`src/core_pkg.sv`:
```
// Shared definitions for the RV32I core: word width, opcodes, ALU codes
// and the instruction-format union
package core_pkg;

  localparam int xlen = 32;

  // Major opcodes
  localparam logic [6:0] op_lui    = 7'b0110111;
  localparam logic [6:0] op_auipc  = 7'b0010111;
  localparam logic [6:0] op_jal    = 7'b1101111;
  localparam logic [6:0] op_jalr   = 7'b1100111;
  localparam logic [6:0] op_branch = 7'b1100011;
  localparam logic [6:0] op_load   = 7'b0000011;
  localparam logic [6:0] op_store  = 7'b0100011;
  localparam logic [6:0] op_imm    = 7'b0010011;
  localparam logic [6:0] op_reg    = 7'b0110011;

  // ALU operations
  localparam logic [3:0] alu_add    = 4'd0;
  localparam logic [3:0] alu_sub    = 4'd1;
  localparam logic [3:0] alu_sll    = 4'd2;
  localparam logic [3:0] alu_slt    = 4'd3;
  localparam logic [3:0] alu_sltu   = 4'd4;
  localparam logic [3:0] alu_xor    = 4'd5;
  localparam logic [3:0] alu_srl    = 4'd6;
  localparam logic [3:0] alu_sra    = 4'd7;
  localparam logic [3:0] alu_or     = 4'd8;
  localparam logic [3:0] alu_and    = 4'd9;
  localparam logic [3:0] alu_pass_b = 4'd10;

  typedef struct packed {
    logic [6:0] funct7;
    logic [4:0] rs2;
    logic [4:0] rs1;
    logic [2:0] funct3;
    logic [4:0] rd;
    logic [6:0] opcode;
  } r_fmt_t;

  typedef struct packed {
    logic [11:0] imm_11_0;
    logic [4:0]  rs1;
    logic [2:0]  funct3;
    logic [4:0]  rd;
    logic [6:0]  opcode;
  } i_fmt_t;

  typedef struct packed {
    logic [6:0] imm_11_5;
    logic [4:0] rs2;
    logic [4:0] rs1;
    logic [2:0] funct3;
    logic [4:0] imm_4_0;
    logic [6:0] opcode;
  } s_fmt_t;

  typedef struct packed {
    logic       imm_12;
    logic [5:0] imm_10_5;
    logic [4:0] rs2;
    logic [4:0] rs1;
    logic [2:0] funct3;
    logic [3:0] imm_4_1;
    logic       imm_11;
    logic [6:0] opcode;
  } b_fmt_t;

  typedef struct packed {
    logic [19:0] imm_31_12;
    logic [4:0]  rd;
    logic [6:0]  opcode;
  } u_fmt_t;

  typedef struct packed {
    logic       imm_20;
    logic [9:0] imm_10_1;
    logic       imm_11;
    logic [7:0] imm_19_12;
    logic [4:0] rd;
    logic [6:0] opcode;
  } j_fmt_t;

  // One instruction word, viewed in each encoding format
  typedef union packed {
    r_fmt_t r_fmt;
    i_fmt_t i_fmt;
    s_fmt_t s_fmt;
    b_fmt_t b_fmt;
    u_fmt_t u_fmt;
    j_fmt_t j_fmt;
  } instr_t;

endpackage
```
`src/core.sv`:
```
// RV32I multicycle core: stage chain, register file and shared bus
`timescale 1ns/1ns

module core
  import core_pkg::*;
#(
  parameter logic [xlen-1:0] reset_addr = '0
) (
  input  logic            clock,
  input  logic            reset,
  input  logic [xlen-1:0] rd_data,
  input  logic            mem_ack,
  output logic [xlen-1:0] wr_data,
  output logic [xlen-1:0] mem_addr,
  output logic            mem_cyc,
  output logic            mem_stb,
  output logic            mem_we,
  output logic [3:0]      mem_byte_en
);

  // Fetch
  logic            fetch_rd_en;
  logic [xlen-1:0] fetch_addr;
  logic            fetch_done;
  instr_t          instr;
  logic [xlen-1:0] fetch_pc;

  // Decode
  logic [4:0]      rs1_addr;
  logic [4:0]      rs2_addr;
  logic [xlen-1:0] rs1_value;
  logic [xlen-1:0] rs2_value;
  logic            decode_done;
  logic [xlen-1:0] operand_a;
  logic [xlen-1:0] operand_b;
  logic [xlen-1:0] dec_rs2_value;
  logic [xlen-1:0] imm;
  logic [3:0]      alu_op;
  logic [2:0]      dec_funct3;
  logic [4:0]      dec_rd;
  logic            is_branch;
  logic            is_jal;
  logic            is_jalr;
  logic            dec_is_load;
  logic            dec_is_store;
  logic            dec_writes_rd;
  logic [xlen-1:0] dec_pc;

  // Execute
  logic            exec_done;
  logic [xlen-1:0] alu_result;
  logic [xlen-1:0] store_value;
  logic [2:0]      exe_funct3;
  logic [4:0]      exe_rd;
  logic            exe_is_load;
  logic            exe_is_store;
  logic            exe_writes_rd;
  logic [xlen-1:0] link_value;
  logic [xlen-1:0] next_pc;

  // Memory and writeback
  logic            mem_rd_en;
  logic            mem_wr_en;
  logic [xlen-1:0] mem_addr_out;
  logic [3:0]      byte_en;
  logic            retire;
  logic            reg_wr_en;
  logic [4:0]      reg_wr_addr;
  logic [xlen-1:0] reg_wr_data;

  fetch_stage #(
    .reset_addr(reset_addr)
  ) i_fetch (
    .clock(clock),
    .reset(reset),
    .retire(retire),
    .next_pc(next_pc),
    .mem_ack(mem_ack),
    .rd_data(rd_data),
    .fetch_rd_en(fetch_rd_en),
    .fetch_addr(fetch_addr),
    .fetch_done(fetch_done),
    .instr(instr),
    .pc(fetch_pc)
  );

  register_file i_regs (
    .clock(clock),
    .reset(reset),
    .rs1_addr(rs1_addr),
    .rs2_addr(rs2_addr),
    .wr_en(reg_wr_en),
    .wr_addr(reg_wr_addr),
    .wr_data(reg_wr_data),
    .rs1_value(rs1_value),
    .rs2_value(rs2_value)
  );

  decode_stage i_decode (
    .clock(clock),
    .reset(reset),
    .fetch_done(fetch_done),
    .instr(instr),
    .pc(fetch_pc),
    .rs1_value(rs1_value),
    .rs2_value(rs2_value),
    .rs1_addr(rs1_addr),
    .rs2_addr(rs2_addr),
    .decode_done(decode_done),
    .operand_a(operand_a),
    .operand_b(operand_b),
    .rs2_value_out(dec_rs2_value),
    .imm(imm),
    .alu_op(alu_op),
    .funct3(dec_funct3),
    .rd(dec_rd),
    .is_branch(is_branch),
    .is_jal(is_jal),
    .is_jalr(is_jalr),
    .is_load(dec_is_load),
    .is_store(dec_is_store),
    .writes_rd(dec_writes_rd),
    .pc_out(dec_pc)
  );

  execute_stage i_execute (
    .clock(clock),
    .reset(reset),
    .decode_done(decode_done),
    .operand_a(operand_a),
    .operand_b(operand_b),
    .rs2_value(dec_rs2_value),
    .imm(imm),
    .alu_op(alu_op),
    .funct3(dec_funct3),
    .rd(dec_rd),
    .is_branch(is_branch),
    .is_jal(is_jal),
    .is_jalr(is_jalr),
    .is_load(dec_is_load),
    .is_store(dec_is_store),
    .writes_rd(dec_writes_rd),
    .pc(dec_pc),
    .exec_done(exec_done),
    .alu_result(alu_result),
    .store_value(store_value),
    .funct3_out(exe_funct3),
    .rd_out(exe_rd),
    .is_load_out(exe_is_load),
    .is_store_out(exe_is_store),
    .writes_rd_out(exe_writes_rd),
    .link_value(link_value),
    .next_pc(next_pc)
  );

  memory_stage i_memory (
    .clock(clock),
    .reset(reset),
    .exec_done(exec_done),
    .alu_result(alu_result),
    .store_value(store_value),
    .funct3(exe_funct3),
    .rd(exe_rd),
    .is_load(exe_is_load),
    .is_store(exe_is_store),
    .writes_rd(exe_writes_rd),
    .link_value(link_value),
    .mem_ack(mem_ack),
    .rd_data(rd_data),
    .mem_rd_en(mem_rd_en),
    .mem_wr_en(mem_wr_en),
    .mem_addr_out(mem_addr_out),
    .wr_data(wr_data),
    .byte_en(byte_en),
    .retire(retire),
    .reg_wr_en(reg_wr_en),
    .reg_wr_addr(reg_wr_addr),
    .reg_wr_data(reg_wr_data)
  );

  // Only one requester is active at a time
  assign mem_addr    = fetch_rd_en ? fetch_addr : mem_addr_out;
  assign mem_byte_en = fetch_rd_en ? 4'b1111 : byte_en;
  assign mem_cyc     = fetch_rd_en | mem_rd_en | mem_wr_en;
  assign mem_stb     = mem_cyc;
  assign mem_we      = mem_wr_en;

endmodule

```
`src/memory_stage.sv`:
```
// Memory stage: load/store bus access with byte lanes, load extension
// and register writeback
`timescale 1ns/1ns

module memory_stage
  import core_pkg::*;
(
  input  logic            clock,
  input  logic            reset,
  input  logic            exec_done,
  input  logic [xlen-1:0] alu_result,
  input  logic [xlen-1:0] store_value,
  input  logic [2:0]      funct3,
  input  logic [4:0]      rd,
  input  logic            is_load,
  input  logic            is_store,
  input  logic            writes_rd,
  input  logic [xlen-1:0] link_value,
  input  logic            mem_ack,
  input  logic [xlen-1:0] rd_data,
  output logic            mem_rd_en,
  output logic            mem_wr_en,
  output logic [xlen-1:0] mem_addr_out,
  output logic [xlen-1:0] wr_data,
  output logic [3:0]      byte_en,
  output logic            retire,
  output logic            reg_wr_en,
  output logic [4:0]      reg_wr_addr,
  output logic [xlen-1:0] reg_wr_data
);

  logic [1:0]      offset;
  logic [xlen-1:0] lane_data;
  logic [xlen-1:0] load_value;
  logic            acked;

  assign offset       = alu_result[1:0];
  assign mem_addr_out = {alu_result[xlen-1:2], 2'b00};
  assign acked        = (mem_rd_en || mem_wr_en) && mem_ack;

  // Replicate narrow data so it sits on every lane
  always_comb begin
    case (funct3[1:0])
      2'b00: begin
        wr_data = {4{store_value[7:0]}};
        byte_en = 4'b0001 << offset;
      end
      2'b01: begin
        wr_data = {2{store_value[15:0]}};
        byte_en = offset[1] ? 4'b1100 : 4'b0011;
      end
      default: begin
        wr_data = store_value;
        byte_en = 4'b1111;
      end
    endcase
  end

  assign lane_data = rd_data >> {offset, 3'b000};

  always_comb begin
    case (funct3)
      3'b000:  load_value = {{24{lane_data[7]}}, lane_data[7:0]};
      3'b001:  load_value = {{16{lane_data[15]}}, lane_data[15:0]};
      3'b100:  load_value = {24'b0, lane_data[7:0]};
      3'b101:  load_value = {16'b0, lane_data[15:0]};
      default: load_value = rd_data;
    endcase
  end

  always_ff @(posedge clock) begin
    if (reset) begin
      mem_rd_en <= 1'b0;
      mem_wr_en <= 1'b0;
      retire    <= 1'b0;
      reg_wr_en <= 1'b0;
    end else begin
      retire    <= 1'b0;
      reg_wr_en <= 1'b0;
      if (exec_done) begin
        mem_rd_en <= is_load;
        mem_wr_en <= is_store;
        if (!is_load && !is_store) begin
          retire    <= 1'b1;
          reg_wr_en <= writes_rd;
        end
      end else if (acked) begin
        mem_rd_en <= 1'b0;
        mem_wr_en <= 1'b0;
        retire    <= 1'b1;
        reg_wr_en <= writes_rd;
      end
    end
  end

  always_ff @(posedge clock) begin
    if (exec_done) begin
      reg_wr_addr <= rd;
      reg_wr_data <= link_value;
    end else if (acked && mem_rd_en) begin
      reg_wr_data <= load_value;
    end
  end

endmodule

```
`src/execute_stage.sv`:
```
// Execute stage: ALU, branch compare and next-PC selection
`timescale 1ns/1ns

module execute_stage
  import core_pkg::*;
(
  input  logic            clock,
  input  logic            reset,
  input  logic            decode_done,
  input  logic [xlen-1:0] operand_a,
  input  logic [xlen-1:0] operand_b,
  input  logic [xlen-1:0] rs2_value,
  input  logic [xlen-1:0] imm,
  input  logic [3:0]      alu_op,
  input  logic [2:0]      funct3,
  input  logic [4:0]      rd,
  input  logic            is_branch,
  input  logic            is_jal,
  input  logic            is_jalr,
  input  logic            is_load,
  input  logic            is_store,
  input  logic            writes_rd,
  input  logic [xlen-1:0] pc,
  output logic            exec_done,
  output logic [xlen-1:0] alu_result,
  output logic [xlen-1:0] store_value,
  output logic [2:0]      funct3_out,
  output logic [4:0]      rd_out,
  output logic            is_load_out,
  output logic            is_store_out,
  output logic            writes_rd_out,
  output logic [xlen-1:0] link_value,
  output logic [xlen-1:0] next_pc
);

  logic [xlen-1:0] alu_value;
  logic [xlen-1:0] pc_plus_4;
  logic [xlen-1:0] target;
  logic [4:0]      shamt;
  logic            taken;

  assign shamt     = operand_b[4:0];
  assign pc_plus_4 = pc + 32'd4;

  always_comb begin
    case (alu_op)
      alu_add:    alu_value = operand_a + operand_b;
      alu_sub:    alu_value = operand_a - operand_b;
      alu_sll:    alu_value = operand_a << shamt;
      alu_slt:    alu_value = {31'b0, $signed(operand_a) < $signed(operand_b)};
      alu_sltu:   alu_value = {31'b0, operand_a < operand_b};
      alu_xor:    alu_value = operand_a ^ operand_b;
      alu_srl:    alu_value = operand_a >> shamt;
      alu_sra:    alu_value = $signed(operand_a) >>> shamt;
      alu_or:     alu_value = operand_a | operand_b;
      alu_and:    alu_value = operand_a & operand_b;
      alu_pass_b: alu_value = operand_b;
      default:    alu_value = '0;
    endcase
  end

  // Operand A holds rs1 for branches
  always_comb begin
    case (funct3)
      3'b000:  taken = (operand_a == rs2_value);
      3'b001:  taken = (operand_a != rs2_value);
      3'b100:  taken = $signed(operand_a) < $signed(rs2_value);
      3'b101:  taken = $signed(operand_a) >= $signed(rs2_value);
      3'b110:  taken = operand_a < rs2_value;
      3'b111:  taken = operand_a >= rs2_value;
      default: taken = 1'b0;
    endcase
  end

  always_comb begin
    if (is_jal || (is_branch && taken)) begin
      target = pc + imm;
    end else if (is_jalr) begin
      target = {alu_value[xlen-1:1], 1'b0};
    end else begin
      target = pc_plus_4;
    end
  end

  always_ff @(posedge clock) begin
    if (reset) begin
      exec_done <= 1'b0;
    end else begin
      exec_done <= decode_done;
    end
  end

  always_ff @(posedge clock) begin
    if (decode_done) begin
      alu_result    <= alu_value;
      store_value   <= rs2_value;
      funct3_out    <= funct3;
      rd_out        <= rd;
      is_load_out   <= is_load;
      is_store_out  <= is_store;
      writes_rd_out <= writes_rd;
      // Jumps write back the return address
      link_value    <= (is_jal || is_jalr) ? pc_plus_4 : alu_value;
      next_pc       <= target;
    end
  end

endmodule

```
`src/decode_stage.sv`:
```
// Decode stage: immediate generation, operand selection, ALU code
// and instruction class flags
`timescale 1ns/1ns

module decode_stage
  import core_pkg::*;
(
  input  logic            clock,
  input  logic            reset,
  input  logic            fetch_done,
  input  instr_t          instr,
  input  logic [xlen-1:0] pc,
  input  logic [xlen-1:0] rs1_value,
  input  logic [xlen-1:0] rs2_value,
  output logic [4:0]      rs1_addr,
  output logic [4:0]      rs2_addr,
  output logic            decode_done,
  output logic [xlen-1:0] operand_a,
  output logic [xlen-1:0] operand_b,
  output logic [xlen-1:0] rs2_value_out,
  output logic [xlen-1:0] imm,
  output logic [3:0]      alu_op,
  output logic [2:0]      funct3,
  output logic [4:0]      rd,
  output logic            is_branch,
  output logic            is_jal,
  output logic            is_jalr,
  output logic            is_load,
  output logic            is_store,
  output logic            writes_rd,
  output logic [xlen-1:0] pc_out
);

  logic [6:0]      opcode;
  logic [xlen-1:0] imm_value;
  logic [xlen-1:0] a_value;
  logic [xlen-1:0] b_value;
  logic [3:0]      alu_value;
  logic            alt;

  assign opcode   = instr.r_fmt.opcode;
  assign rs1_addr = instr.r_fmt.rs1;
  assign rs2_addr = instr.r_fmt.rs2;
  // Bit 30 selects sub and sra
  assign alt      = instr.r_fmt.funct7[5];

  always_comb begin
    case (opcode)
      op_imm, op_load, op_jalr: begin
        imm_value = {{20{instr.i_fmt.imm_11_0[11]}}, instr.i_fmt.imm_11_0};
      end
      op_store: begin
        imm_value = {{20{instr.s_fmt.imm_11_5[6]}}, instr.s_fmt.imm_11_5,
                     instr.s_fmt.imm_4_0};
      end
      op_branch: begin
        imm_value = {{20{instr.b_fmt.imm_12}}, instr.b_fmt.imm_11,
                     instr.b_fmt.imm_10_5, instr.b_fmt.imm_4_1, 1'b0};
      end
      op_lui, op_auipc: imm_value = {instr.u_fmt.imm_31_12, 12'b0};
      op_jal: begin
        imm_value = {{12{instr.j_fmt.imm_20}}, instr.j_fmt.imm_19_12,
                     instr.j_fmt.imm_11, instr.j_fmt.imm_10_1, 1'b0};
      end
      default: imm_value = '0;
    endcase
  end

  // Branches keep rs1 in operand A for the compare
  always_comb begin
    case (opcode)
      op_auipc, op_jal: a_value = pc;
      op_lui:           a_value = '0;
      default:          a_value = rs1_value;
    endcase
  end

  assign b_value = (opcode == op_reg || opcode == op_branch) ? rs2_value : imm_value;

  always_comb begin
    alu_value = alu_add;
    if (opcode == op_reg || opcode == op_imm) begin
      case (instr.r_fmt.funct3)
        3'b000: alu_value = (opcode == op_reg && alt) ? alu_sub : alu_add;
        3'b001: alu_value = alu_sll;
        3'b010: alu_value = alu_slt;
        3'b011: alu_value = alu_sltu;
        3'b100: alu_value = alu_xor;
        3'b101: alu_value = alt ? alu_sra : alu_srl;
        3'b110: alu_value = alu_or;
        default: alu_value = alu_and;
      endcase
    end else if (opcode == op_lui) begin
      alu_value = alu_pass_b;
    end
  end

  always_ff @(posedge clock) begin
    if (reset) begin
      decode_done <= 1'b0;
    end else begin
      decode_done <= fetch_done;
    end
  end

  always_ff @(posedge clock) begin
    if (fetch_done) begin
      operand_a     <= a_value;
      operand_b     <= b_value;
      rs2_value_out <= rs2_value;
      imm           <= imm_value;
      alu_op        <= alu_value;
      funct3        <= instr.r_fmt.funct3;
      rd            <= instr.r_fmt.rd;
      pc_out        <= pc;
      is_branch     <= (opcode == op_branch);
      is_jal        <= (opcode == op_jal);
      is_jalr       <= (opcode == op_jalr);
      is_load       <= (opcode == op_load);
      is_store      <= (opcode == op_store);
      // Unknown opcodes write nothing and retire as no-ops
      writes_rd     <= opcode inside {op_lui, op_auipc, op_jal, op_jalr,
                                      op_load, op_imm, op_reg};
    end
  end

endmodule

```
`src/register_file.sv`:
```
// Integer register file: x1..x31, x0 hardwired to zero,
// two combinational read ports and one write port
`timescale 1ns/1ns

module register_file
  import core_pkg::*;
(
  input  logic            clock,
  input  logic            reset,
  input  logic [4:0]      rs1_addr,
  input  logic [4:0]      rs2_addr,
  input  logic            wr_en,
  input  logic [4:0]      wr_addr,
  input  logic [xlen-1:0] wr_data,
  output logic [xlen-1:0] rs1_value,
  output logic [xlen-1:0] rs2_value
);

  logic [xlen-1:0] regs [1:31];

  always_ff @(posedge clock) begin
    if (reset) begin
      for (int i = 1; i < 32; i++) begin
        regs[i] <= '0;
      end
    end else if (wr_en && wr_addr != 5'd0) begin
      regs[wr_addr] <= wr_data;
    end
  end

  assign rs1_value = (rs1_addr == 5'd0) ? '0 : regs[rs1_addr];
  assign rs2_value = (rs2_addr == 5'd0) ? '0 : regs[rs2_addr];

endmodule

```
`src/fetch_stage.sv`:
```
// Fetch stage: program counter, instruction read request and
// instruction latch
`timescale 1ns/1ns

module fetch_stage
  import core_pkg::*;
#(
  parameter logic [xlen-1:0] reset_addr = '0
) (
  input  logic            clock,
  input  logic            reset,
  input  logic            retire,
  input  logic [xlen-1:0] next_pc,
  input  logic            mem_ack,
  input  logic [xlen-1:0] rd_data,
  output logic            fetch_rd_en,
  output logic [xlen-1:0] fetch_addr,
  output logic            fetch_done,
  output instr_t          instr,
  output logic [xlen-1:0] pc
);

  typedef enum logic [1:0] {
    st_idle,
    st_request,
    st_wait
  } fetch_state_t;

  fetch_state_t state;

  always_ff @(posedge clock) begin
    if (reset) begin
      state      <= st_idle;
      pc         <= reset_addr;
      fetch_done <= 1'b0;
    end else begin
      fetch_done <= 1'b0;
      case (state)
        st_idle: state <= st_request;
        st_request: begin
          if (mem_ack) begin
            state      <= st_wait;
            fetch_done <= 1'b1;
          end
        end
        // Hold until the instruction has gone through all stages
        st_wait: begin
          if (retire) begin
            state <= st_request;
            pc    <= next_pc;
          end
        end
        default: state <= st_idle;
      endcase
    end
  end

  always_ff @(posedge clock) begin
    if (state == st_request && mem_ack) begin
      instr <= rd_data;
    end
  end

  assign fetch_rd_en = (state == st_request);
  assign fetch_addr  = pc;

endmodule

```
`config.mk`:
```
export PLATFORM = sky130hd
export DESIGN_NAME = core
export DESIGN_NICKNAME = d
export VERILOG_FILES = /design/src/core_pkg.sv /design/src/core.sv /design/src/memory_stage.sv /design/src/execute_stage.sv /design/src/decode_stage.sv /design/src/register_file.sv /design/src/fetch_stage.sv
export SDC_FILE = /design/constraint.sdc
export NUM_CORES = 2
export LEC_CHECK = 0
export ABC_CLOCK_PERIOD_IN_PS = 10200
export BUFFER_PORTS_ARGS = -buffer_cell sky130_fd_sc_hd__clkbuf_2
export CAP_MARGIN = 20
export CORE_UTILIZATION = 30
export DETAILED_ROUTE_END_ITERATION = 7
export PLACE_DENSITY_LB_ADDON = 0.12
export SYNTH_ARGS = -nofsm -noshare
export SYNTH_HDL_FRONTEND = slang
export SYNTH_SLANG_ARGS = --single-unit
```
`constraint.sdc`:
```
create_clock -name clock -period 10.2 [get_ports clock]
set_clock_uncertainty 0.15 [all_clocks]
set_input_delay 2.04 -clock clock [delete_from_list [all_inputs] [get_ports clock]]
set_output_delay 2.04 -clock clock [all_outputs]
set_load 0.02 [all_outputs]
```
==> results.yml <==
timing:
  fin_crit_sh_pct: 52.75
  finalSetupViolations: 0
  maxClockFrequency_ghz: 0.1858
  worst_slew_pin_slew_ps: 1221
  setup_tns_ps: 0
  slew_violations: 0
  layout_setup_ws_ps: 4819
  rsz0062_at_grt: "false"
  period_needed_ps: 5381
  final_hold_viol_count: 0
  slew_headroom_pct: 18.51
cts:
  clockBufferDepth: 4
  cts_hold_buf: 0
  clock_latency_ps: 880
  cts_made_buffers: 179
  ctsResizeCount: 0
  clkTransAtPathRegs_ps: 60
  h-tree-depth: 4
  post_cts_buffers: 0
  root_buffer: "clkbuf_16"
  tritoncts: "done"
  clock_sinks: 1461
layout:
  nets: 6393
  area_growth_pct: 12.43
  multiInputGateArea_um2: 37740
  drive_above_1_share_pct: 21.94
  final_cells: 10040
  final_util_pct: 33.91
  fillers: 27020
  seq_area_um2: 43400
synth:
  ys_ff_latch: 1461
  avgSynthCellArea_um2: 13.33
  yosysMostFrequentCell: "edfxtp_1"
  synth_area_leaders: "edfxtp_1, mux4_2, and2_1"
  synth_cell_types: 94
  netlist_area_um2: 83390
  yosysSeqAreaShare_pct: 52.00
  synth-edff-count: 1410
  synth_common_cells: "edfxtp_1, and2_1, mux4_2, nand2_1, clkbuf_1"
  synth_area_leader_cell: "edfxtp_1"
  async_flop_share_pct: 0
  synth_top_area_share_pct: 50.77
  yosys_most_used_dff: "edfxtp_1"
  synth_cells: 6258
  synth_warnings: 0
floorplanning:
  fp-row-count: 193
  io_pins: 106
  core_area_um2: 276500
  die-width_um: 529.2
  die_h_um: 529.2
  start_util_pct: 30.16
  dieArea_um2: 280100
pwr:
  leakage_nw: 33.53
  ir_worst_vdd_uv: 119.1
  power_density_nw_per_um2: 161.7
  total_power_mw: 15.16
grt:
  grt_pass1_vias: 54210
  antenna_found_initial: 31
  grt_pass1_wl_um: 464100
  grt_util_all_layers_pct: 23.85
  grt_max_degree: 113
  grt-ovfl-total: 0
placement:
  io_buffers: 105
  dp_hpwl_um: 239600
  pre_cts_ws_ps: 3923
  gp_congestion: 0.9534
  placedCellCount: 9716
hold_path:
  hold_class: "flip-flop to flip-flop"
  min_from: "i_decode.writes_rd"
detailed_routing:
  vias: 55070
  routed_wl_um: 338200
  ant_nets: 0
  drt-initial-drc-count: 5918
  dr.pass1.iters: 5
  wl_per_cell_um: 33.67
  drc: 0
  via_per_inst: 5.483
critical_path:
  endpoint_kind: "flip-flop"
  path_buf_inv: 1
  crit_chain: "buf_2 -> nand2b_1 -> nor2_1 -> nand3b_1 -> nor2_4 -> or2_2"
  max_stage_delay_ps: 1070
  required_ps: 10480
  worstSetupStartpoint: "reset"
  r2r-start: "i_decode.operand_b[1]"
  cp-start-kind: "input port"
  critical_path.top_delay_family: "simple AND/OR/NAND/NOR gates"
  critPathMaxFanout: 33
  worstSetupPathType: "input port to flip-flop"
  slowest_stage: "nor2_4"
  arrival_ps: 5660
outcome:
  status: "completed"
run:
  maxCapViolCount: 0
routing by layer:
metal  GRT usage [%]  vias to the layer above  share of wire (%)
met5               0                        -             0.0027
met4           8.542                        2                4.0
met3           2.940                      396                5.4
met2           38.23                     1952                 47
met1           33.06                    29120                 44
li1                -                    23600                  -
power by group:
group / switching [mW] / internal [mW]
combinational: 1.23 / 0.750
clock: 2.66 / 3.57
sequential: 0.174 / 6.78
total: 4.06 / 11.1
flip-flops by register name, indices dropped and copies added, names as in the netlist, 4 cells and up, named ones only:
signal,count
i_memory.reg_wr_data,32
i_regs.regs,1024
i_execute.link_value,32
i_execute.rd_out,5
i_decode.alu_op,4
i_fetch.fetch_addr,32
i_execute.alu_result,32
i_decode.pc_out,32
i_decode.operand_a,32
i_memory.reg_wr_addr,5
i_decode.operand_b,32
i_execute.store_value,32
i_execute.next_pc,32
i_decode.imm,32
i_fetch.instr,32
i_decode.rs2_value_out,32
i_decode.rd,5
worst register-to-register path, cell delays in order, from the launching register on:
cell	delay (ps)
edfxtp_1	320
buf_4	460
inv_1	380
ha_1	460
nor2_1	80
o311ai_1	520
a2bb2oi_1	250
a211oi_1	810
o31ai_1	300
a221o_1	400
a21oi_1	590
a21oi_1	150
mux2_2	280
logic make-up after synthesis:
kind of cell / Yosys count / share of synthesized area (%)
buffers and inverters: 702 / 3.298
AND/OR/NAND/NOR: 2063 / 13.28
XOR/XNOR: 66 / 0.6931
flip-flops: 1461 / 52.00
AO/OA/AOI/OAI: 860 / 6.659
adder cells (fa/ha/maj): 164 / 2.488
multiplexers: 941 / 21.59
other: 1 / 0.004497
cells in the final DEF, fill, tap and decap left out, drive strengths merged, types with 38 or more instances in the layout:
cell / synthesis / final
edfxtp: 1410 / 1410
and2: 1015 / 1015
mux4: 677 / 677
nand2: 436 / 436
clkbuf: 414 / 327
nor2: 292 / 292
a21oi: 255 / 255
o21ai: 223 / 223
mux2i: 178 / 178
inv: 167 / 172
ha: 161 / 161
buf: 118 / 152
mux2: 86 / 86
clkinv: 3 / 72
dfxtp: 51 / 51
nor3: 50 / 50
nor2b: 45 / 45
or2: 45 / 45
nand3: 40 / 40
o211ai: 38 / 38
per-stage QoR:
step / hold slack, ps / instance area (um^2)
after floorplan: 250.3 / 83510
after global placement: 256.2 / 88110
after detailed placement: 257.0 / 88220
after CTS: 271.4 / 93680
after global routing: 277.5 / 93730
final: 274.7 / 93760
cell type report:
class | count | share of cell area, %
Inverter | 170 | 0.6806
Clock inverter | 90 | 0.7860
Multi-Input combinational cell | 4126 | 40.25
Clock buffer | 223 | 5.044
Tap cell | 3705 | 4.944
Sequential cell | 1461 | 46.29
Antenna cell | 12 | 0.03203
Timing Repair Buffer | 256 | 1.972
path summary, 6_finish.rpt:
| check | slack [ps] | cells after the start | to |
|---|---|---|---|
| max | 4820 | 6 | i_regs.regs[24][18] |
| min | 270 | 0 | i_execute.writes_rd_out |
| max reg2reg | 4830 | 12 | i_execute.next_pc[23] |
| min reg2reg | 270 | 0 | i_execute.writes_rd_out |
Power figures use the tool's default switching activity.
